===== config.mk =====
export PLATFORM = sky130hd
export DESIGN_NAME = sha256_round_stage
export DESIGN_NICKNAME = d
export VERILOG_FILES = /design/src/hw/sha256_pkg.sv /design/src/hw/sha256_round_stage.sv
export SDC_FILE = /design/constraint.sdc
export NUM_CORES = 1
export LEC_CHECK = 0
export BUFFER_PORTS_ARGS = -buffer_cell sky130_fd_sc_hd__buf_2
export CORE_AREA = 2 2 256 258
export CTS_CLUSTER_DIAMETER = 200
export DETAILED_ROUTE_END_ITERATION = 8
export DIE_AREA = 0 0 258 260
export GPL_TIMING_DRIVEN = 0
export HOLD_SLACK_MARGIN = 0.03
export PLACE_DENSITY = 0.52
export SYNTH_ARGS = -nofsm -noshare
export SYNTH_HDL_FRONTEND = slang
export SYNTH_SLANG_ARGS = --single-unit

===== constraint.sdc =====
create_clock -name CLK -period 1.61 [get_ports CLK]
set_input_delay 0 -clock CLK [delete_from_list [all_inputs] [get_ports CLK]]
set_output_delay 0 -clock CLK [all_outputs]
set_load 0.005 [all_outputs]

===== src/hw/sha256_pkg.sv =====
/*
 * Shared SHA-256 definitions for the header-tail hashing pipeline.
 * Holds word and window types, round constants, padding words and the bit functions
 * used by the RTL stages and by the testbench reference model.
 */

package sha256_pkg;

	// Pipeline sizes
	localparam int NUM_ROUNDS  = 64;
	localparam int TAIL_WORDS  = 4;
	localparam int SCHED_WORDS = 16;
	localparam int CNT_W       = $clog2(NUM_ROUNDS + 1);

	// One SHA-256 word
	typedef logic [31:0] word_t;

	// Working variables, a at index 7 down to h at index 0
	typedef word_t [7:0] state_t;

	// Message-schedule window, oldest word at index 0
	typedef word_t [SCHED_WORDS-1:0] sched_t;

	// Header tail, element i is block word i
	typedef word_t [TAIL_WORDS-1:0] tail_t;

	// Fixed words of the second block of an 80-byte header
	localparam word_t PAD_WORD = 32'h8000_0000;
	localparam word_t LEN_WORD = 32'h0000_0280;

	localparam word_t ROUND_K [NUM_ROUNDS] = '{
		32'h428a2f98, 32'h71374491, 32'hb5c0fbcf, 32'he9b5dba5,
		32'h3956c25b, 32'h59f111f1, 32'h923f82a4, 32'hab1c5ed5,
		32'hd807aa98, 32'h12835b01, 32'h243185be, 32'h550c7dc3,
		32'h72be5d74, 32'h80deb1fe, 32'h9bdc06a7, 32'hc19bf174,
		32'he49b69c1, 32'hefbe4786, 32'h0fc19dc6, 32'h240ca1cc,
		32'h2de92c6f, 32'h4a7484aa, 32'h5cb0a9dc, 32'h76f988da,
		32'h983e5152, 32'ha831c66d, 32'hb00327c8, 32'hbf597fc7,
		32'hc6e00bf3, 32'hd5a79147, 32'h06ca6351, 32'h14292967,
		32'h27b70a85, 32'h2e1b2138, 32'h4d2c6dfc, 32'h53380d13,
		32'h650a7354, 32'h766a0abb, 32'h81c2c92e, 32'h92722c85,
		32'ha2bfe8a1, 32'ha81a664b, 32'hc24b8b70, 32'hc76c51a3,
		32'hd192e819, 32'hd6990624, 32'hf40e3585, 32'h106aa070,
		32'h19a4c116, 32'h1e376c08, 32'h2748774c, 32'h34b0bcb5,
		32'h391c0cb3, 32'h4ed8aa4a, 32'h5b9cca4f, 32'h682e6ff3,
		32'h748f82ee, 32'h78a5636f, 32'h84c87814, 32'h8cc70208,
		32'h90befffa, 32'ha4506ceb, 32'hbef9a3f7, 32'hc67178f2
	};

	// Rotate right by a constant amount
	function automatic word_t rotr(input word_t x, input int unsigned n);
		return (x >> n) | (x << (32 - n));
	endfunction

	function automatic word_t big_sigma0(input word_t x);
		return rotr(x, 2) ^ rotr(x, 13) ^ rotr(x, 22);
	endfunction

	function automatic word_t big_sigma1(input word_t x);
		return rotr(x, 6) ^ rotr(x, 11) ^ rotr(x, 25);
	endfunction

	// Schedule functions mix a rotate pair with a plain shift
	function automatic word_t small_sigma0(input word_t x);
		return rotr(x, 7) ^ rotr(x, 18) ^ (x >> 3);
	endfunction

	function automatic word_t small_sigma1(input word_t x);
		return rotr(x, 17) ^ rotr(x, 19) ^ (x >> 10);
	endfunction

	// e picks between f and g bit by bit
	function automatic word_t ch(input word_t e, input word_t f, input word_t g);
		return (e & f) ^ (~e & g);
	endfunction

	// Bitwise majority of three words
	function automatic word_t maj(input word_t a, input word_t b, input word_t c);
		return (a & b) ^ (a & c) ^ (b & c);
	endfunction

endpackage


===== src/hw/sha256_round_stage.sv =====
/*
 * One registered SHA-256 compression round.
 * ROUND selects the round constant; the schedule word arrives on w_i
 * in the same cycle as the working state it belongs to.
 */

`timescale 1ns/1ps

module sha256_round_stage
	import sha256_pkg::*;
#(
	parameter int ROUND = 0
) (
	input  logic   CLK,
	input  logic   RST,
	input  logic   en_i,
	input  word_t  w_i,
	input  state_t state_i,
	output state_t state_o
);

	word_t a;
	word_t b;
	word_t c;
	word_t d;
	word_t e;
	word_t f;
	word_t g;
	word_t h;
	word_t t1;
	word_t t2;

	assign {a, b, c, d, e, f, g, h} = state_i;

	assign t1 = h + big_sigma1(e) + ch(e, f, g) + ROUND_K[ROUND] + w_i;
	assign t2 = big_sigma0(a) + maj(a, b, c);

	always_ff @(posedge CLK or negedge RST) begin
		if (!RST) begin
			state_o <= '0;
		end else if (en_i) begin
			// New a and e take the sums, the rest shift along
			state_o <= {t1 + t2, a, b, c, d + t1, e, f, g};
		end
	end

	a_round_index: assert property (
		@(posedge CLK) (ROUND >= 0) && (ROUND < NUM_ROUNDS)
	) else $error("round index %0d out of range", ROUND);

endmodule


==> results.md <==
* Worst slew pin tran at ~1.1 ns
* Cell family with most CP delay: adder cells
* Syn Inst Count at about 1800
* Number of flip-flops in the largest register at ~260
* Final period util at 356%
* Area Overhead vs Synth at 52.5%
* Initial antenna violation count at 11
* Syn_nets at 2327
* Vias at approximately 17000
* Ys async rst share at 100%
* Largest Register: state_o
* Row count at 93
* Worst r2r src: state_o[120]
* Setup TNS at -193.07 ns
* Worst Setup Start Kind: input pin
* Die X at between 200 and 300 um
* Port Buf Inserts at 511
* Via/cell ratio at a little under 5
* Routed wire length at 79600 um
* Slew Limit Fails at 0
* Ports at between 500 and 600
* CP max stage delay at between 0.5 and 0.6 ns
* First-pass GRT wire length at 116000 um
* Most frequent cells in the layout: 514 x buf_2, 256 x dfrtp_1, 231 x mux2_2
* Failing checks: negative hold slack, negative setup slack
* YS warnings at 0
* Later-pin clock latency in the skew report at around 0.54 ns
* GP Congestion at between 0.9 and 1
* Reg2reg setup slack at a little over 0.6 ns
* Drt first pass iters at 5
* Layout cell share with drive strength beyond 1 at between 40% and 50%
* DRT antenna net count at 0
* Max-cap violation count at 0
* CP bufs+invs at 3
* Hold path cells at 3
* CP Capture Type: flip-flop
* Final net count at about 3200
* Iter 0 DRT Violations at between 900 and 1000
* Primary FF master, synth: dfrtp_1
* Hold Startpoint: state_i[128]
* Critical path required time at around 2 ns
* Synth Cell Area at about 19000 um^2
* Clock skew at 0 ns
* Placed Area at approximately 23000 um^2
* Slowest stage cell, crit path: fa_2
* Initial core utilization at between 20% and 30%
* #FFs+latches synth at between 200 and 300
* Status: complete, but fails checks
* Core ar. at 64100 um^2
* Fin area at a little under 30000 um^2
* CTS root buffer: clkbuf_16
* Fin. Hold Viols at 5
* Max Freq at roughly 170 MHz
* Hold Path Class: input pin to flip-flop
* CTS Sinks at 256
* EDFF count, synth at 0
* Hold Path End: state_o[96]
* H-tree depth at 2
* Worst R2R Path Depth at 3
* Max FO, Critical Path at 3
* Syn avg cell area at roughly 11 um^2
* Sequential area share after synthesis at 33.5%
* DR WL/cell at around 22 um
* Unrepaired setup endpoints after global routing: true
* Fin crit period at approximately 5.7 ns
* Unique masters post-synth at 69
* Die ar. at 67100 um^2
* Final setup fails at 63
* # DRC at 0
* Commonest non-fill, non-tap cell in the layout: buf_2
* Biggest regs: state_o (256)
* CP arrival at 6.18 ns
* Crit path setup slack, layout at -4.12 ns
* Clock slew at reported path FFs at 0.07 ns
* Die H at 260 um
* Fin Hold WS at -0.170 ns
* CTS tree: built
* CTS Buffer Depth at 3
* DPL Wire Length at 61000 um
* Largest net degree at the start of global routing at 114
* Number of global-route vias before repair at between 15000 and 20000
* GRT overflow at 0
* Worst flop-to-flop path endpoint: state_o[120]
* Crit path kind: input pin to flip-flop
* Gr usage total at between 20% and 30%
* Slew margin rel. at around a quarter
* Total CTS buffers at 35
worst max path at each step:
stage / endpoint / start / cells past startpoint
final: state_o[251] / state_i[104] / 28
after global routing: state_o[255] / state_i[105] / 28
after CTS: state_o[255] / state_i[104] / 29
after detailed placement: state_o[255] / state_i[124] / 26
after global placement: state_o[255] / state_i[124] / 26
after floorplan: state_o[127] / state_i[113] / 25
per-stage QoR:
stage | setup WS [ns] | cells | util [%] | hold slack (ns)
2_1_floorplan | -4.22 | 1820 | - | -0.296
3_3_place_gp | -5.41 | 3186 | 36.5 | 0.246
3_5_place_dp | -5.46 | 3188 | 36.6 | 0.0146
4_1_cts | -4.11 | 3513 | 44.4 | -0.198
5_1_grt | -4.37 | 3553 | 45.5 | -0.190
6_report | -4.12 | 3556 | 45.5 | -0.170
kinds of logic (layout without fill, tap and decap cells):
group / count (synthesis) / after routing / synth area share, %
other: 0 / 12 / 0
buffers and inverters: 317 / 1186 / 6.23
AO/OA/AOI/OAI: 356 / 356 / 12.3
flip-flops: 256 / 256 / 33.5
XOR/XNOR: 194 / 194 / 9.02
multiplexers: 257 / 257 / 15.1
adder cells (fa/ha/maj): 219 / 219 / 18.0
AND/OR/NAND/NOR: 221 / 221 / 5.91
final cells by class:
cell class / count / area (um^2)
Multi-Input combinational cell: 1247 / 13800
Sequential cell: 256 / 6410
Fill cell: 6120 / 34900
Buffer: 75 / 469
Timing Repair Buffer: 811 / 5430
Inverter: 240 / 901
Tap cell: 855 / 1070
Antenna cell: 12 / 30.0
Clock inverter: 14 / 146
Clock buffer: 46 / 968
Yosys cell counts (6+ instances only):
master / n / area share [%]
dfrtp_1: 256 / 33
mux2_2: 248 / 15
inv_1: 239 / 4.7
xnor2_1: 123 / 5.6
ha_1: 121 / 7.9
fa_1: 95 / 9.9
o21ai_0: 79 / 2.1
a21oi_1: 78 / 2.0
clkbuf_1: 69 / 1.4
xor2_1: 69 / 3.2
a21o_1: 60 / 2.4
nand2_1: 52 / 1.0
nor2_1: 43 / 0.84
nand3_1: 26 / 0.68
o21a_1: 25 / 0.98
nor3_1: 21 / 0.55
a211oi_1: 15 / 0.59
o31ai_1: 13 / 0.51
o211ai_1: 12 / 0.47
or3_1: 12 / 0.39
nand2b_1: 11 / 0.36
o21bai_1: 11 / 0.43
and3_1: 10 / 0.33
nor2b_1: 10 / 0.33
mux2i_1: 9 / 0.47
nand4_1: 7 / 0.23
a31oi_1: 6 / 0.20
buf_1: 6 / 0.12
worst register-to-register path, delay by kind of cell (launching register included):
family | cells | cell delay [ns]
compound gates | 1 | 0.07
buf+inv | 1 | 0.05
flops | 1 | 0.37
simple gates | 1 | 0.40
routing by layer:
metal / part of all wire [%] / vias up / GRT usage, %
met4: 3.5 / 2 / 7.74
met2: 49 / 504 / 39.4
li1: - / 7923 / -
met1: 42 / 8890 / 29.9
met5: 0.016 / - / 0
met3: 6.1 / 136 / 4.41
timing repair:
action | CTS | global route
setup endpoints to repair | 78 | 99
gates resized for setup | 270 | 108
hold buffers | 190 | 1
buffers inserted | 79 | 33
endpoints found under the hold margin | 343 | 10
pin swaps | 145 | 100
Power is not shown: default switching activity piles up to over one toggle a cycle in this logic, so the estimate is an artifact.
