$ cat src/hw/sha256_pkg.sv
/*
 * Shared SHA-256 definitions for the header-tail hashing pipeline.
 * Holds word and window types, round constants, padding words and the bit functions
 * used by the RTL stages and by the testbench reference model.
 */

package sha256_pkg;

	// Pipeline sizes
	localparam int NUM_ROUNDS  = 64;
	localparam int TAIL_WORDS  = 4;
	localparam int SCHED_WORDS = 16;
	localparam int CNT_W       = $clog2(NUM_ROUNDS + 1);

	// One SHA-256 word
	typedef logic [31:0] word_t;

	// Working variables, a at index 7 down to h at index 0
	typedef word_t [7:0] state_t;

	// Message-schedule window, oldest word at index 0
	typedef word_t [SCHED_WORDS-1:0] sched_t;

	// Header tail, element i is block word i
	typedef word_t [TAIL_WORDS-1:0] tail_t;

	// Fixed words of the second block of an 80-byte header
	localparam word_t PAD_WORD = 32'h8000_0000;
	localparam word_t LEN_WORD = 32'h0000_0280;

	localparam word_t ROUND_K [NUM_ROUNDS] = '{
		32'h428a2f98, 32'h71374491, 32'hb5c0fbcf, 32'he9b5dba5,
		32'h3956c25b, 32'h59f111f1, 32'h923f82a4, 32'hab1c5ed5,
		32'hd807aa98, 32'h12835b01, 32'h243185be, 32'h550c7dc3,
		32'h72be5d74, 32'h80deb1fe, 32'h9bdc06a7, 32'hc19bf174,
		32'he49b69c1, 32'hefbe4786, 32'h0fc19dc6, 32'h240ca1cc,
		32'h2de92c6f, 32'h4a7484aa, 32'h5cb0a9dc, 32'h76f988da,
		32'h983e5152, 32'ha831c66d, 32'hb00327c8, 32'hbf597fc7,
		32'hc6e00bf3, 32'hd5a79147, 32'h06ca6351, 32'h14292967,
		32'h27b70a85, 32'h2e1b2138, 32'h4d2c6dfc, 32'h53380d13,
		32'h650a7354, 32'h766a0abb, 32'h81c2c92e, 32'h92722c85,
		32'ha2bfe8a1, 32'ha81a664b, 32'hc24b8b70, 32'hc76c51a3,
		32'hd192e819, 32'hd6990624, 32'hf40e3585, 32'h106aa070,
		32'h19a4c116, 32'h1e376c08, 32'h2748774c, 32'h34b0bcb5,
		32'h391c0cb3, 32'h4ed8aa4a, 32'h5b9cca4f, 32'h682e6ff3,
		32'h748f82ee, 32'h78a5636f, 32'h84c87814, 32'h8cc70208,
		32'h90befffa, 32'ha4506ceb, 32'hbef9a3f7, 32'hc67178f2
	};

	// Rotate right by a constant amount
	function automatic word_t rotr(input word_t x, input int unsigned n);
		return (x >> n) | (x << (32 - n));
	endfunction

	function automatic word_t big_sigma0(input word_t x);
		return rotr(x, 2) ^ rotr(x, 13) ^ rotr(x, 22);
	endfunction

	function automatic word_t big_sigma1(input word_t x);
		return rotr(x, 6) ^ rotr(x, 11) ^ rotr(x, 25);
	endfunction

	// Schedule functions mix a rotate pair with a plain shift
	function automatic word_t small_sigma0(input word_t x);
		return rotr(x, 7) ^ rotr(x, 18) ^ (x >> 3);
	endfunction

	function automatic word_t small_sigma1(input word_t x);
		return rotr(x, 17) ^ rotr(x, 19) ^ (x >> 10);
	endfunction

	// e picks between f and g bit by bit
	function automatic word_t ch(input word_t e, input word_t f, input word_t g);
		return (e & f) ^ (~e & g);
	endfunction

	// Bitwise majority of three words
	function automatic word_t maj(input word_t a, input word_t b, input word_t c);
		return (a & b) ^ (a & c) ^ (b & c);
	endfunction

endpackage

$ cat src/hw/sha256_digest_out.sv
/*
 * Output register of the tail pipeline.
 * Counts enabled edges until the pipeline is full, then adds the midstate
 * to the last round state and raises valid for good.
 */

`timescale 1ns/1ps

module sha256_digest_out
	import sha256_pkg::*;
(
	input  logic   CLK,
	input  logic   RST,
	input  logic   en_i,
	input  state_t midstate_i,
	input  state_t state_i,
	output state_t digest_o,
	output logic   valid_o
);

	logic [CNT_W-1:0] cnt_q;
	logic             full;

	// State 64 holds a real item once 64 enabled edges have passed
	assign full = (cnt_q == CNT_W'(NUM_ROUNDS));

	always_ff @(posedge CLK or negedge RST) begin
		if (!RST) begin
			cnt_q    <= '0;
			valid_o  <= 1'b0;
			digest_o <= '0;
		end else if (en_i) begin
			if (full) begin
				valid_o <= 1'b1;
				for (int i = 0; i < 8; i++) begin
					digest_o[i] <= midstate_i[i] + state_i[i];
				end
			end else begin
				cnt_q    <= cnt_q + 1'b1;
				valid_o  <= 1'b0;
				digest_o <= '0;
			end
		end
	end

	// Once full the pipeline stays full until the next reset
	a_valid_sticky: assert property (
		@(posedge CLK) disable iff (!RST)
		valid_o |=> valid_o
	) else $error("valid_o fell while out of reset");

	// en_i low is the only back-pressure and must freeze the output
	a_digest_hold: assert property (
		@(posedge CLK) disable iff (!RST)
		!en_i |=> $stable(digest_o) && $stable(valid_o)
	) else $error("output changed while en_i was low");

endmodule

$ cat config.mk
export PLATFORM = sky130hd
export DESIGN_NAME = sha256_digest_out
export DESIGN_NICKNAME = d
export VERILOG_FILES = /design/src/hw/sha256_pkg.sv /design/src/hw/sha256_digest_out.sv
export SDC_FILE = /design/constraint.sdc
export NUM_CORES = 1
export LEC_CHECK = 0
export CORE_AREA = 2 2 302 304
export CTS_BUF_LIST = sky130_fd_sc_hd__clkbuf_4
export CTS_CLUSTER_DIAMETER = 200
export DETAILED_ROUTE_END_ITERATION = 8
export DIE_AREA = 0 0 304 306
export DONT_BUFFER_PORTS = 1
export SLEW_MARGIN = 20
export SYNTH_ARGS = -nofsm -noshare
export SYNTH_HDL_FRONTEND = slang
export SYNTH_SLANG_ARGS = --single-unit
$ cat constraint.sdc
create_clock -name CLK -period 2.7 [get_ports CLK]
set_clock_uncertainty 0.15 [all_clocks]
set_input_delay 0.675 -clock CLK [delete_from_list [all_inputs] [get_ports CLK]]
set_output_delay 0.675 -clock CLK [all_outputs]
set_load 0.01 [all_outputs]
==> results.yml <==
floorplan:
  design.portCount: 772
  design.die.area_um2: 93000
  floorplan.initialDensity_pct: 24.8
  die_w_um: 304
  core_region_area_um2: 89600
  placement_rows: 110
  floorplan.die.height_um: 306
yosys:
  post_synth_instance_area_um2: 22200
  synth_edf_count: 0
  synth-async-reset-ratio_pct: 100
  synth.top_cell.area_share_pct: 29.8
  ys_top_cells_by_area: "sky130_fd_sc_hd__dfrtp_1 (30%), sky130_fd_sc_hd__ha_1 (14%), sky130_fd_sc_hd__a22o_1 (6.4%)"
  yosys_most_used_dff: "sky130_fd_sc_hd__dfrtp_1"
  synth_top_family_by_area: "compound AO/OA/AOI/OAI gates"
  synth_warnings: 0
  synth-compound-area-share_pct: 31.1
  ys_seq_elements: 264
  ys_seq_area_share_pct: 29.8
  syn_avg_cell_area_um2: 8.96
  synth.mux.area_fraction_pct: 0.288
  post_synthesis_instance_total: 2475
  synth_xor_area_share_pct: 8.06
  post_synth_and_or_nand_nor_area_fraction_pct: 12.6
  post_synth_num_cell_types: 79
  yosysTopAreaCell: "sky130_fd_sc_hd__dfrtp_1"
  mappedNetlistNets: 3248
  synth_adder_area_share_pct: 14.8
critical_path:
  worst_ep_required_time_ps: 3370
  worstPathArrival_ps: 3460
  critical_path.max_fanout: 3
  worst-setup-path-type: "in2reg"
  startpoint_type: "primary input"
  worst_setup_path_end_kind: "flop"
  r2r_slack_ps: 210
sta:
  setup-violations-final: 9
  timing.final.ws_setup_ps: -82.3
  slew_headroom_pct: 42.7
  finalHoldWorstSlack_ps: -666
  finalHoldViolations: 264
  layout_worst_path_cycle_share_pct: 103
  fin_setup_tns_ps: -255
  worst_slew_pin_slew_ps: 860
  rsz0062_at_grt: "yes"
  fin_crit_ps: 2780
  achievable-frequency_mhz: 359
  drv_slew: 0
power:
  power.sequential.fraction_pct: 30.0
  leakage_component_of_the_power_nw: 14.9
  switchingPower_mw: 4.75
  power_per_cell_area_nw_per_um2: 431
  p_sw_share_pct: 34.5
  p_int_mw: 9.02
  worst_ir_drop_vdd_mv: 0.254
  comb_power_share_pct: 38.8
  clockPowerShare_pct: 31.3
clock_tree:
  ctsRootBufferMaster: "sky130_fd_sc_hd__clkbuf_4"
  clock-sinks: 264
  worstSkewPairLatency_ps: 840
  cts_hold_repair.buffers: 169
  tritoncts_clock_tree: "yes"
  clockBufferDepth: 3
  clk_pin_slew_worst_paths_ps: 80
  htree_levels: 3
  numCtsBuffers: 83
global_route:
  grt_pass1_wl_um: 140000
  largest_net_degree_at_the_start_of_global_routing: 265
  groute.layer.met2.usage_pct: 33.0
  top_usage_layer: "met2"
  overall_fraction_of_global_route_tracks_in_use_pct: 19.3
  grt_util_met1_pct: 22.2
  number_of_global_route_vias_before_repair: 23200
  globalRouteOverflowTotal: 0
  grt.met3_usage_pct: 5.03
  initial_antenna_violation_count: 10
final_layout:
  area_growth_pct: 44.1
  fin_nets: 3955
  sequential_cell_area_um2: 6610
  fin_area_um2: 32000
  fillers: 9087
  post_route_cells_drive_above_1_share_pct: 28.9
  multi_input_area_um2: 16400
  post-route-util_pct: 35.7
route:
  post_drt_via_cell_ratio: 5.19
  drtAntennaViolNets: 0
  vias: 23000
  number_of_remaining_drc_errors: 0
  drt_iter0_markers: 1533
  totalWireLength_um: 94600
  dr.pass1.iters: 5
  avgRoutedWirePerCell_um: 21.4
placed_design:
  dp_hpwl_um: 73300
  gp_routability_congestion: 0.977
  dpl_ws_ps: -586
  postPlaceCellArea_um2: 28600
  port_buffer_count: 0
run:
  maxCapViolations: 0
run_status:
  violations: "hold timing, setup timing"
  result_of_the_run: "complete, but fails checks"
hold_path:
  hold_path.class: "in2async"
-- cell families (layout without fill, tap and decap cells) --
| group | after synthesis | in the layout |
|---|---|---|
| flip-flops | 264 | 264 |
| AO/OA/AOI/OAI | 971 | 971 |
| adder cells (fa/ha/maj) | 258 | 258 |
| AND/OR/NAND/NOR | 572 | 572 |
| XOR/XNOR | 204 | 204 |
| buffers and inverters | 200 | 968 |
| other | 0 | 10 |
| multiplexers | 6 | 6 |
-- per-stage QoR --
stage / instances / total power, mW / hold slack (ps)
2_1_floorplan: 2475 / 7.18 / 229
3_3_place_gp: 4093 / 8.97 / 237
3_5_place_dp: 4093 / 8.98 / 237
4_1_cts: 4408 / 13.8 / -841
5_1_grt: 4428 / 14.6 / -779
6_report: 4429 / 13.8 / -666
-- layout make-up --
cell class | instances | area share, %
clock buffer | 114 | 2.68
sequential | 264 | 20.7
inverter | 93 | 1.12
antenna | 10 | 0.0783
clock inverter | 32 | 0.642
tap | 1176 | 4.60
timing repair buffer | 729 | 19.0
multi-input combinational | 2011 | 51.2
-- power by group through the flow --
stage / Clock [mW] / Sequential, mW / Combinational, mW
2_1_floorplan: 0 / 4.17 / 3.01
3_3_place_gp: 0 / 4.20 / 4.77
3_5_place_dp: 0 / 4.20 / 4.79
4_1_cts: 4.50 / 4.12 / 5.15
5_1_grt: 4.68 / 4.13 / 5.79
6_report: 4.31 / 4.12 / 5.34
-- cells in the final DEF, fill, tap and decap left out, types with 35 or more instances in the layout --
| cell type | count |
|---|---|
| sky130_fd_sc_hd__a22o_1 | 161 |
| sky130_fd_sc_hd__a21o_1 | 129 |
| sky130_fd_sc_hd__ha_4 | 55 |
| sky130_fd_sc_hd__buf_4 | 552 |
| sky130_fd_sc_hd__nand2_1 | 164 |
| sky130_fd_sc_hd__nand3_1 | 53 |
| sky130_fd_sc_hd__nand4_1 | 35 |
| sky130_fd_sc_hd__dfrtp_1 | 264 |
| sky130_fd_sc_hd__o21a_1 | 37 |
| sky130_fd_sc_hd__ha_1 | 194 |
| sky130_fd_sc_hd__nor2_1 | 114 |
| sky130_fd_sc_hd__xnor2_1 | 133 |
| sky130_fd_sc_hd__o31ai_1 | 36 |
| sky130_fd_sc_hd__xor2_1 | 70 |
| sky130_fd_sc_hd__nor3_1 | 35 |
| sky130_fd_sc_hd__a21oi_1 | 172 |
| sky130_fd_sc_hd__dlygate4sd3_1 | 148 |
| sky130_fd_sc_hd__inv_1 | 82 |
| sky130_fd_sc_hd__o21ai_0 | 83 |
| sky130_fd_sc_hd__clkbuf_4 | 114 |
-- worst max-delay path, stage by stage --
cell and delay (ps):
sky130_fd_sc_hd__dlygate4sd3_1 580, sky130_fd_sc_hd__ha_4 240, sky130_fd_sc_hd__buf_4 140, sky130_fd_sc_hd__a21oi_2 160, sky130_fd_sc_hd__o21ai_2 90, sky130_fd_sc_hd__a31oi_1 150
sky130_fd_sc_hd__o21ai_1 110, sky130_fd_sc_hd__nand3_1 110, sky130_fd_sc_hd__o21ai_1 90, sky130_fd_sc_hd__a311oi_2 320, sky130_fd_sc_hd__nand4_1 140, sky130_fd_sc_hd__dlygate4sd3_1 580
sky130_fd_sc_hd__nand3_1 90
-- routing by layer --
metal  up-vias  share of wire, %
li1      10800                 -
met1     11100                40
met3       199               7.4
met4         0               4.5
met5         -                 0
met2       912                48
-- repair_timing --
| item | CTS | global route |
|---|---|---|
| resized for setup | 0 | 91 |
| endpoints found under the hold margin | 374 | 264 |
| setup buffers | 0 | 14 |
| endpoints found under the setup margin | 0 | 62 |
-- Yosys cell counts (54+ instances only) --
cell and instances:
sky130_fd_sc_hd__xnor2_1 134, sky130_fd_sc_hd__inv_1 92, sky130_fd_sc_hd__clkbuf_1 99, sky130_fd_sc_hd__nand3_1 54, sky130_fd_sc_hd__nor2_1 121, sky130_fd_sc_hd__dfrtp_1 264, sky130_fd_sc_hd__o21ai_0 122, sky130_fd_sc_hd__a22o_1 161
sky130_fd_sc_hd__a21oi_1 204, sky130_fd_sc_hd__xor2_1 70, sky130_fd_sc_hd__ha_1 250, sky130_fd_sc_hd__a21o_1 129, sky130_fd_sc_hd__nand2_1 165
-- registers in the layout (all words and copies together) (netlist names) --
signal	flops
digest_o	256
cnt_q	7
valid_o	1
-- worst paths after layout --
kind	startpoint	to	cells past startpoint
max	state_i[144]	digest_o[157]	13
min	RST	digest_o[219]	0
max reg2reg	cnt_q[4]	digest_o[157]	7
min reg2reg	cnt_q[6]	cnt_q[6]	1
max in group asynchronous	RST	digest_o[101]	0
min in group CLK	state_i[159]	digest_o[159]	4
Power figures use the tool's default switching activity.
