$ cat src/hw/sha256_pkg.sv
/*
 * Shared SHA-256 definitions for the header-tail hashing pipeline.
 * Holds word and window types, round constants, padding words and the bit functions
 * used by the RTL stages and by the testbench reference model.
 */

package sha256_pkg;

	// Pipeline sizes
	localparam int NUM_ROUNDS  = 64;
	localparam int TAIL_WORDS  = 4;
	localparam int SCHED_WORDS = 16;
	localparam int CNT_W       = $clog2(NUM_ROUNDS + 1);

	// One SHA-256 word
	typedef logic [31:0] word_t;

	// Working variables, a at index 7 down to h at index 0
	typedef word_t [7:0] state_t;

	// Message-schedule window, oldest word at index 0
	typedef word_t [SCHED_WORDS-1:0] sched_t;

	// Header tail, element i is block word i
	typedef word_t [TAIL_WORDS-1:0] tail_t;

	// Fixed words of the second block of an 80-byte header
	localparam word_t PAD_WORD = 32'h8000_0000;
	localparam word_t LEN_WORD = 32'h0000_0280;

	localparam word_t ROUND_K [NUM_ROUNDS] = '{
		32'h428a2f98, 32'h71374491, 32'hb5c0fbcf, 32'he9b5dba5,
		32'h3956c25b, 32'h59f111f1, 32'h923f82a4, 32'hab1c5ed5,
		32'hd807aa98, 32'h12835b01, 32'h243185be, 32'h550c7dc3,
		32'h72be5d74, 32'h80deb1fe, 32'h9bdc06a7, 32'hc19bf174,
		32'he49b69c1, 32'hefbe4786, 32'h0fc19dc6, 32'h240ca1cc,
		32'h2de92c6f, 32'h4a7484aa, 32'h5cb0a9dc, 32'h76f988da,
		32'h983e5152, 32'ha831c66d, 32'hb00327c8, 32'hbf597fc7,
		32'hc6e00bf3, 32'hd5a79147, 32'h06ca6351, 32'h14292967,
		32'h27b70a85, 32'h2e1b2138, 32'h4d2c6dfc, 32'h53380d13,
		32'h650a7354, 32'h766a0abb, 32'h81c2c92e, 32'h92722c85,
		32'ha2bfe8a1, 32'ha81a664b, 32'hc24b8b70, 32'hc76c51a3,
		32'hd192e819, 32'hd6990624, 32'hf40e3585, 32'h106aa070,
		32'h19a4c116, 32'h1e376c08, 32'h2748774c, 32'h34b0bcb5,
		32'h391c0cb3, 32'h4ed8aa4a, 32'h5b9cca4f, 32'h682e6ff3,
		32'h748f82ee, 32'h78a5636f, 32'h84c87814, 32'h8cc70208,
		32'h90befffa, 32'ha4506ceb, 32'hbef9a3f7, 32'hc67178f2
	};

	// Rotate right by a constant amount
	function automatic word_t rotr(input word_t x, input int unsigned n);
		return (x >> n) | (x << (32 - n));
	endfunction

	function automatic word_t big_sigma0(input word_t x);
		return rotr(x, 2) ^ rotr(x, 13) ^ rotr(x, 22);
	endfunction

	function automatic word_t big_sigma1(input word_t x);
		return rotr(x, 6) ^ rotr(x, 11) ^ rotr(x, 25);
	endfunction

	// Schedule functions mix a rotate pair with a plain shift
	function automatic word_t small_sigma0(input word_t x);
		return rotr(x, 7) ^ rotr(x, 18) ^ (x >> 3);
	endfunction

	function automatic word_t small_sigma1(input word_t x);
		return rotr(x, 17) ^ rotr(x, 19) ^ (x >> 10);
	endfunction

	// e picks between f and g bit by bit
	function automatic word_t ch(input word_t e, input word_t f, input word_t g);
		return (e & f) ^ (~e & g);
	endfunction

	// Bitwise majority of three words
	function automatic word_t maj(input word_t a, input word_t b, input word_t c);
		return (a & b) ^ (a & c) ^ (b & c);
	endfunction

endpackage

$ cat src/hw/sha256_sched_stage.sv
/*
 * One message-schedule step of the unrolled pipeline.
 * Shifts the 16-word window down by one and appends the next schedule word.
 */

`timescale 1ns/1ps

module sha256_sched_stage
	import sha256_pkg::*;
(
	input  logic   CLK,
	input  logic   RST,
	input  logic   en_i,
	input  sched_t window_i,
	output sched_t window_o
);

	word_t w_next;

	// W[t+16] from W[t], W[t+1], W[t+9] and W[t+14]
	assign w_next = small_sigma1(window_i[14]) + window_i[9]
		+ small_sigma0(window_i[1]) + window_i[0];

	always_ff @(posedge CLK or negedge RST) begin
		if (!RST) begin
			window_o <= '0;
		end else if (en_i) begin
			window_o <= {w_next, window_i[SCHED_WORDS-1:1]};
		end
	end

	// An X here would spread through every later stage of the chain
	a_window_known: assert property (
		@(posedge CLK) disable iff (!RST)
		!$isunknown(window_o)
	) else $error("schedule window holds unknown bits");

endmodule

$ cat config.mk
export PLATFORM = sky130hd
export DESIGN_NAME = sha256_sched_stage
export DESIGN_NICKNAME = d
export VERILOG_FILES = /design/src/hw/sha256_pkg.sv /design/src/hw/sha256_sched_stage.sv
export SDC_FILE = /design/constraint.sdc
export NUM_CORES = 1
export LEC_CHECK = 0
export BUFFER_PORTS_ARGS = -buffer_cell sky130_fd_sc_hd__buf_2
export CORE_AREA = 2 2 398 400
export DETAILED_ROUTE_END_ITERATION = 6
export DIE_AREA = 0 0 400 402
export PLACE_DENSITY = 0.37
export SYNTH_ARGS = -nofsm -noshare
export SYNTH_HDL_FRONTEND = slang
export SYNTH_SLANG_ARGS = --single-unit
$ cat constraint.sdc
create_clock -name CLK -period 0.86 [get_ports CLK]
set_input_delay 0.172 -clock CLK [delete_from_list [all_inputs] [get_ports CLK]]
set_output_delay 0.172 -clock CLK [all_outputs]
set_load 0.01 [all_outputs]
==> results of run 1 <==
==> path summary, 6_finish.rpt <==
kind | from | end | depth (start not counted)
max | window_i[466] | window_o[507] | 16
min | window_i[459] | window_o[427] | 3
max reg2reg | window_o[511] | window_o[511] | 3
min reg2reg | window_o[125] | window_o[125] | 1
max in group asynchronous | RST | window_o[38] | 4
min in group asynchronous | RST | window_o[358] | 3
==> metrics by stage <==
| stage | util (%) | instances | setup slack (ns) |
|---|---|---|---|
| after global routing | 28.8 | 5730 | -2.52 |
| after global placement | 22.0 | 4917 | -3.49 |
| final | 28.8 | 5736 | -2.40 |
| after detailed placement | 22.0 | 4917 | -3.42 |
| after CTS | 27.7 | 5614 | -2.36 |
| after floorplan | - | 1609 | -2.53 |
==> cell families after synthesis <==
kind of cell	synth area share [%]
compound gates	2.99
mux	24.5
buf+inv	3.08
xor+xnor	5.45
fa+ha+maj	7.04
simple gates	1.63
flops	55.3
==> layer usage <==
layer | track usage (%) | vias up | wire length [um]
met4 | 3.76 | 34 | 2390
met3 | 3.98 | 138 | 7660
met2 | 25.2 | 636 | 60100
li1 | - | 9487 | -
met5 | 0 | - | 215
met1 | 15.4 | 10300 | 45000
==> cells in the mapped netlist, types with 2 or more instances <==
library cell,instances
clkbuf_1,56
dfrtp_1,512
a21oi_1,32
a31oi_1,3
fa_1,62
mux2_2,503
a21oi_2,6
o211ai_1,6
or3_1,2
nand2_1,21
nand4_1,10
o31ai_1,2
o21ai_1,7
o21a_1,4
xnor2_1,83
buf_1,3
inv_1,128
o21ai_0,12
a21o_1,10
nor2_1,10
xor2_1,61
o2111ai_1,2
nand2b_1,5
ha_1,31
nand3_1,5
and2_1,2
o21bai_1,5
nor3_1,3
==> where the power goes <==
group | internal (mW) | switching, mW
Sequential | 27.3 | 2.46
Clock | 16.0 | 11.9
Combinational | 24.1 | 18.6
Total | 67.4 | 33.0
==> placed cells by master, fill, tap and decap left out, drive strengths merged, types with 10 or more instances in the layout <==
cell,Yosys,layout
buf,4,1511
inv,128,133
dlygate4sd3,0,478
nand2,21,21
fa,62,62
xnor2,83,83
o21ai,19,19
dfrtp,512,512
nand4,10,10
clkbuf,56,96
ha,31,31
mux2,503,503
a21o,10,10
nor2,10,10
clkinv,0,14
xor2,61,61
a21oi,39,39
diode,0,10
==> critical path, delay by kind of cell <==
family          cells  cell delay [ns]
mux                 1             0.25
xor+xnor            3             0.51
buf+inv             3             0.32
compound gates      5             0.93
fa+ha+maj           4             1.58
==> area by class of cell <==
cell class / count / area, sq um
diodes: 10 / 25.0
clock buffers: 96 / 1920
clock inverters: 20 / 208
fillers: 16400 / 112000
inverters: 128 / 480
multi-input cells: 909 / 11500
flip-flops and latches: 512 / 12800
well taps: 2072 / 2590
repair buffers: 1989 / 15600
==> repair_timing <==
item / in CTS / in global routing
pin swaps: 27 / 32
buffers inserted: 105 / 114
hold buffers: 478 / 0
endpoints found under the hold margin: 989 / 0
endpoints found under the setup margin: 549 / 633
resized for setup: 333 / 179
==> results.cfg, run 1 <==
[layout]
regMostFlops = window_o
reg.largest.list = window_o x512
final_layout_size_suffix_gt1_share_pct = 60.4
fin_area_sq_mm = 0.0452
fin_nets = 4215
syn_to_final_growth_pct = 95.3
largest_reg_flops = 512

[sta]
fin_crit_ns = 3.26
fin_skew_ns = 0
tightest_slew_ns = 0.695
finalHoldViolCount = 0
finalSetupViolCount = 713
relSlewSlack_pct = 53.3
hold_ws_ns = 0.0671
grt_setup_unrepaired = true
worst_slack_ns = -2.40
clock.fmax_mhz = 307
slew_violations = 0
period_share_pct = 379
setup_tns_ns = -323.56

[clocking]
htreeDepth = 3
cts_tree = done
clk_path_buf_depth = 3
root_buffer = clkbuf_16
path_clk_slew_ns = 0.06
cts_buffers = 67
clk_latency_ns = 0.65
clock-sinks = 512

[drt]
detail_route.vias_per_cell = 3.58
ant_nets = 0
totalWireLength_um = 115000
vias = 20500
dr.pass1.iters = 4
wl_per_cell_um = 20.1
drc = 0
drt_iter0_markers = 706

[synth]
ys_seq_elements = 512
synth_nets = 2217
synthCells = 1609
synthTopCellsByArea = dfrtp_1 (55%), mux2_2 (24%), fa_1 (5.4%)
synth_edf_count = 0
synth_cell_types = 51
async_flop_share_pct = 100
syn_area_sq_mm = 0.0231
synth_seq_area_share_pct = 55.3
ys_warn_count = 0
post_synth.cell_area_avg_sq_um = 14.4
synth_area_leader_cell = dfrtp_1
synth_ff_type = dfrtp_1
synth.top_cell.area_share_pct = 55.3

[worst_setup_path]
required_ns = 1.38
max_stage_delay_ns = 0.52
r2r_slack_ns = -0.31
path_cells = buf_8 -> xor2_4 -> xnor2_4 -> fa_1 -> inv_2 -> fa_1 -> ha_4 -> fa_2 -> a21oi_4 -> o211ai_1 -> a21oi_2 -> buf_4 -> o211ai_1 -> a41oi_2 -> xnor2_1 -> mux2_4
crit_slowest_cell = fa_1
crit_arrival_ns = 3.78
critPathKind = primary input to flop
endpoint_kind = flop
start_kind = primary input
crit_path_max_fanout = 3

[die]
die_h_um = 402
dieArea_sq_mm = 0.161
coreArea_sq_mm = 0.157
num_rows = 146
io-pin-count = 1027
start_util_pct = 14.7
die_w_um = 400

[grt]
grt_pass1_vias = 22200
grt_max_degree = 58
grt_pass1_wl_um = 160000
grtUsageTotal_pct = 13.8
grt-ovfl-total = 0
antenna_found_initial = 34

[run_status]
status = complete, but fails checks
violations = negative setup slack

[placement]
dpl_cell_area_sq_mm = 0.0346
dp_hpwl_um = 92000
place_congestion = 0.816
port_buffers = 1026

[hold_path]
min_path_type = primary input to flop

[power]
power_leakage_nw = 22.0
p_per_area_mw_per_mm2 = 2220
power_mw = 100
vdd_drop_max_v = 0.00145

[flow_run]
cap_violations = 0
Note: power is estimated with default switching activity, not from simulation.
==> inputs of run 2 (changes only) <==
--- a/config.mk
+++ b/config.mk
@@ -10,6 +10,7 @@
 export DETAILED_ROUTE_END_ITERATION = 6
 export DIE_AREA = 0 0 400 402
 export PLACE_DENSITY = 0.37
+export SKIP_LAST_GASP = 1
 export SYNTH_ARGS = -nofsm -noshare
 export SYNTH_HDL_FRONTEND = slang
 export SYNTH_SLANG_ARGS = --single-unit
==> results.cfg, run 2 (synthesis gave the netlist of run 1 again) <==
[run_status]
status = complete, but fails checks
violations = negative setup slack

[worst_setup_path]
r2r_slack_ns = -0.32
crit_path_max_fanout = 4
endpoint_kind = flop
crit_arrival_ns = 3.78
required_ns = 1.38
start_kind = primary input
critPathKind = primary input to flop

[sta]
finalHoldViolCount = 0
slew_violations = 0
setup_tns_ns = -324.34
worst_slack_ns = -2.40
period_share_pct = 380
fin_crit_ns = 3.26
fin_skew_ns = 0
grt_setup_unrepaired = true
relSlewSlack_pct = 52.8
clock.fmax_mhz = 306
tightest_slew_ns = 0.703
finalSetupViolCount = 740

[placement]
dp_hpwl_um = 92000
dpl_cell_area_sq_mm = 0.0346
placed_cells = 4917
place_congestion = 0.816
port_buffers = 1026

[die]
dieArea_sq_mm = 0.161
start_util_pct = 14.7
coreArea_sq_mm = 0.157
io-pin-count = 1027
die_h_um = 402
die_w_um = 400
num_rows = 146

[drt]
dr.pass1.iters = 4
vias = 20600
detail_route.vias_per_cell = 3.58
totalWireLength_um = 116000
wl_per_cell_um = 20.0
drc = 0
drt_iter0_markers = 667
ant_nets = 0

[layout]
fin_cells = 5765
regMostFlops = window_o
final_common_cell = buf_2
final_layout_size_suffix_gt1_share_pct = 60.5
largest_reg_flops = 512
syn_to_final_growth_pct = 96.9
final_cell_mix = buf_2 (721), dfrtp_1 (491), buf_4 (482)
fin_area_sq_mm = 0.0456
fin_nets = 4244
reg.largest.list = window_o x512
fill_cells = 16300

[power]
swShare_pct = 32.8
pwr-share-clk_pct = 27.8
vdd_drop_max_v = 0.00133
power_leakage_nw = 22.2
p_int_mw = 67.3
switchingPower_mw = 32.9
power_frac_seq_pct = 29.7
comb_power_share_pct = 42.4
p_per_area_mw_per_mm2 = 2200

[grt]
grtUsageTotal_pct = 13.8
use_met1_pct = 15.4
use_met2_pct = 25.2
antenna_found_initial = 35
grt_pass1_wl_um = 160000
top_usage_layer = met2
grt_pass1_vias = 22200
grt-ovfl-total = 0
grt_max_degree = 58
grt.met3_usage_pct = 3.98

[clocking]
clk_path_buf_depth = 3
clk_latency_ns = 0.65
htreeDepth = 3
root_buffer = clkbuf_16
clock-sinks = 512
path_clk_slew_ns = 0.05
cts_tree = done
cts_buffers = 67

[flow_run]
cap_violations = 0

[hold_path]
min_path_type = primary input to flop
[run 2: cell count changes in the layout (fill, tap and decap cells not counted), sizes merged]
cell / delta
buf: +28
clkbuf: +1
[run 2: area by class of cell]
cell class | instances | area [sq um] | share of cell area (%)
Sequential cell | 512 | 12800 | 28.2
Multi-Input combinational cell | 909 | 11500 | 25.1
Timing Repair Buffer | 2018 | 16100 | 35.2
Clock buffer | 96 | 1920 | 4.21
Antenna cell | 10 | 25.0 | 0.0549
Tap cell | 2072 | 2590 | 5.69
Clock inverter | 20 | 208 | 0.456
Inverter | 128 | 480 | 1.05
[run 2: repair_timing]
item,in CTS,in global routing
buffers inserted,105,142
endpoints found under the setup margin,549,633
hold buffers,478,0
gates cloned,0,0
pin swaps,27,31
resized for setup,328,208
endpoints found under the hold margin,989,0
[run 2: per-stage QoR]
step	total power, mW	hold slack [ns]	setup slack [ns]	util, %
2_1_floorplan	47.6	-0.124	-2.53	-
3_5_place_dp	64.5	0.266	-3.42	22.0
3_3_place_gp	64.6	0.268	-3.49	22.0
4_1_cts	99.0	0.00774	-2.36	27.7
6_report	100	0.0708	-2.40	29.0
5_1_grt	106	0.0251	-2.51	29.0
[run 2: routing by layer]
metal	part of all wire, %	routed length (um)
met5	0.17	200
met4	2.1	2450
met3	6.8	7910
met2	52	60200
met1	39	44800
[run 2: worst max-delay path: stages]
cell and delay, ns:
buf_8 0.11, xor2_4 0.30, xnor2_4 0.11, fa_1 0.51
inv_2 0.05, fa_1 0.58, ha_4 0.15, buf_4 0.10
buf_6 0.08, buf_4 0.09, a21o_1 0.13, nand4_1 0.18
a21oi_2 0.26, nor4bb_4 0.07, buf_6 0.14, o41ai_4 0.34
xor2_1 0.13, mux2_4 0.27
[run 2: final timing paths]
kind,from,to,cells after the start
max,window_i[466],window_o[504],18
min,window_i[459],window_o[427],3
max reg2reg,window_o[511],window_o[511],3
min reg2reg,window_o[137],window_o[137],1
max in group asynchronous,RST,window_o[38],4
min in group asynchronous,RST,window_o[358],3
[run 2: power by group through the flow]
stage / registers (mW) / logic, mW / clock network, mW
6_report: 29.8 / 42.5 / 27.9
5_1_grt: 30.2 / 46.1 / 30.0
4_1_cts: 29.7 / 40.3 / 29.1
3_5_place_dp: 29.8 / 34.7 / 0
3_3_place_gp: 29.8 / 34.7 / 0
2_1_floorplan: 30.6 / 17.0 / 0
==> inputs of run 3 (changes only) <==
==> constraint.sdc (replaced) <==
create_clock -name CLK -period 0.86 [get_ports CLK]
set_input_delay 0.129 -clock CLK [delete_from_list [all_inputs] [get_ports CLK]]
set_output_delay 0.129 -clock CLK [all_outputs]
set_load 0.01 [all_outputs]
==> results.cfg, run 3 (synthesis gave the netlist of run 1 again) <==
[flow_run]
cap_violations = 0

[grt]
grt-ovfl-total = 0
grt_pass1_wl_um = 159000
grt_pass1_vias = 22300
grtUsageTotal_pct = 13.7
grt_max_degree = 72
antenna_found_initial = 32

[power]
pwr-share-clk_pct = 29.2
switchingPower_mw = 33.5
p_int_mw = 70.7
swShare_pct = 32.1
power_frac_seq_pct = 28.5
p_per_area_mw_per_mm2 = 2240
power_leakage_nw = 22.5
comb_power_share_pct = 42.3
vdd_drop_max_v = 0.00156

[layout]
reg.largest.list = window_o x512
final_common_cell = buf_2
fin_cells = 5802
final_cell_mix = buf_2 (700), dfrtp_1 (495), buf_4 (494)
fin_nets = 4273
final_layout_size_suffix_gt1_share_pct = 61.5
syn_to_final_growth_pct = 101
regMostFlops = window_o
largest_reg_flops = 512

[worst_setup_path]
required_ns = 1.38
rr_endpoint = window_o[511]
r2r_start = window_o[511]
start_kind = primary input
crit_arrival_ns = 3.78
endpoint_kind = flop
critPathKind = primary input to flop
critPathLaunch = window_i[468]
r2r_slack_ns = -0.32
crit_path_max_fanout = 3
reg2reg_depth = 3

[drt]
vias = 20600
wl_per_cell_um = 19.8
drt_iter0_markers = 672
drc = 0
ant_nets = 0
dr.pass1.iters = 6
detail_route.vias_per_cell = 3.55
totalWireLength_um = 115000

[placement]
dp_slack_ns = -3.23
port_buffers = 1026
placed_cells = 4923
dp_hpwl_um = 91900
place_congestion = 0.813

[clocking]
root_buffer = clkbuf_16
cts_tree = done
htreeDepth = 3
clk_latency_ns = 0.63
clock-sinks = 512
path_clk_slew_ns = 0.05
cts_buffers = 68
clk_path_buf_depth = 3

[sta]
period_share_pct = 379
clock.fmax_mhz = 307
relSlewSlack_pct = 57.0
tightest_slew_ns = 0.641
grt_setup_unrepaired = true
fin_skew_ns = 0
slew_violations = 0
fin_crit_ns = 3.26
finalSetupViolCount = 745
worst_slack_ns = -2.40
finalHoldViolCount = 0

[die]
dieArea_sq_mm = 0.161
start_util_pct = 14.7
coreArea_sq_mm = 0.157
die_h_um = 402
die_w_um = 400
io-pin-count = 1027
num_rows = 146

[hold_path]
whs_path_depth = 3
min_path_type = primary input to flop
min_to = window_o[430]
hold_start = window_i[462]

[run_status]
violations = negative setup slack
status = complete, but fails checks
run 3: cell count changes in the layout (fill, tap and decap cells not counted), sizes merged:
cell and delta:
buf +27, bufinv +7, clkbuf -5, diode +5
clkinvlp +3, dlygate4sd3 +2, clkinv -1, inv -1
run 3: worst max-delay path by stage:
stage | endpoint | slack, ns | cells after the start
after floorplan | window_o[511] | -2.49 | 14
after global placement | window_o[511] | -3.26 | 16
after detailed placement | window_o[511] | -3.23 | 16
after CTS | window_o[507] | -2.29 | 16
after global routing | window_o[507] | -2.46 | 17
final | window_o[507] | -2.40 | 17
run 3: critical path, cell delays in order:
cell,delay [ns]
buf_8,0.11
xor2_4,0.33
xnor2_4,0.11
fa_2,0.54
inv_2,0.04
fa_2,0.45
ha_2,0.20
fa_2,0.37
a21oi_4,0.17
o211ai_1,0.17
a21oi_2,0.26
buf_4,0.16
o211ai_1,0.08
buf_4,0.17
a41oi_4,0.15
xnor2_1,0.09
mux2_4,0.25
run 3: what timing repair did:
item	CTS	global route
setup endpoints to repair	544	645
gates cloned	0	0
setup buffers	127	146
hold endpoints to repair	991	0
resized for setup	379	219
hold buffers	480	0
pin swaps	36	31
run 3: area by class of cell:
| type | instances | area (sq um) |
|---|---|---|
| clock inverters | 28 | 439 |
| well taps | 2072 | 2590 |
| multi-input cells | 909 | 11600 |
| diodes | 15 | 37.5 |
| flip-flops and latches | 512 | 12800 |
| repair buffers | 2046 | 16500 |
| fillers | 16300 | 111000 |
| inverters | 128 | 480 |
| clock buffers | 92 | 1920 |
run 3: per-layer routing:
layer | vias up | share of wire (%) | GRT usage [%]
met5 | - | 0.11 | 0
met1 | 10200 | 39 | 15.5
met3 | 151 | 6.8 | 3.98
met2 | 645 | 52 | 25.0
met4 | 20 | 2.1 | 3.20
li1 | 9609 | - | -
run 3: stage by stage:
stage	power (mW)	cell area, sq um	hold slack [ns]	utilization (%)	TNS, ns
finish	104	46400	0.0489	29.6	-295.62
global placement	64.7	34700	0.134	22.1	-251.68
global route	110	46400	0.0389	29.5	-341.59
CTS	103	44300	0.000653	28.2	-329.48
floorplan	47.6	25900	-0.167	-	-149.41
detailed placement	64.7	34700	0.130	22.1	-253.09
run 3: power by group through the flow:
stage	registers [mW]	logic, mW	clock network, mW
CTS	29.6	41.7	31.5
detailed placement	29.8	34.9	0
global route	30.1	47.7	32.5
floorplan	30.6	17.0	0
finish	29.7	44.1	30.4
global placement	29.8	34.9	0
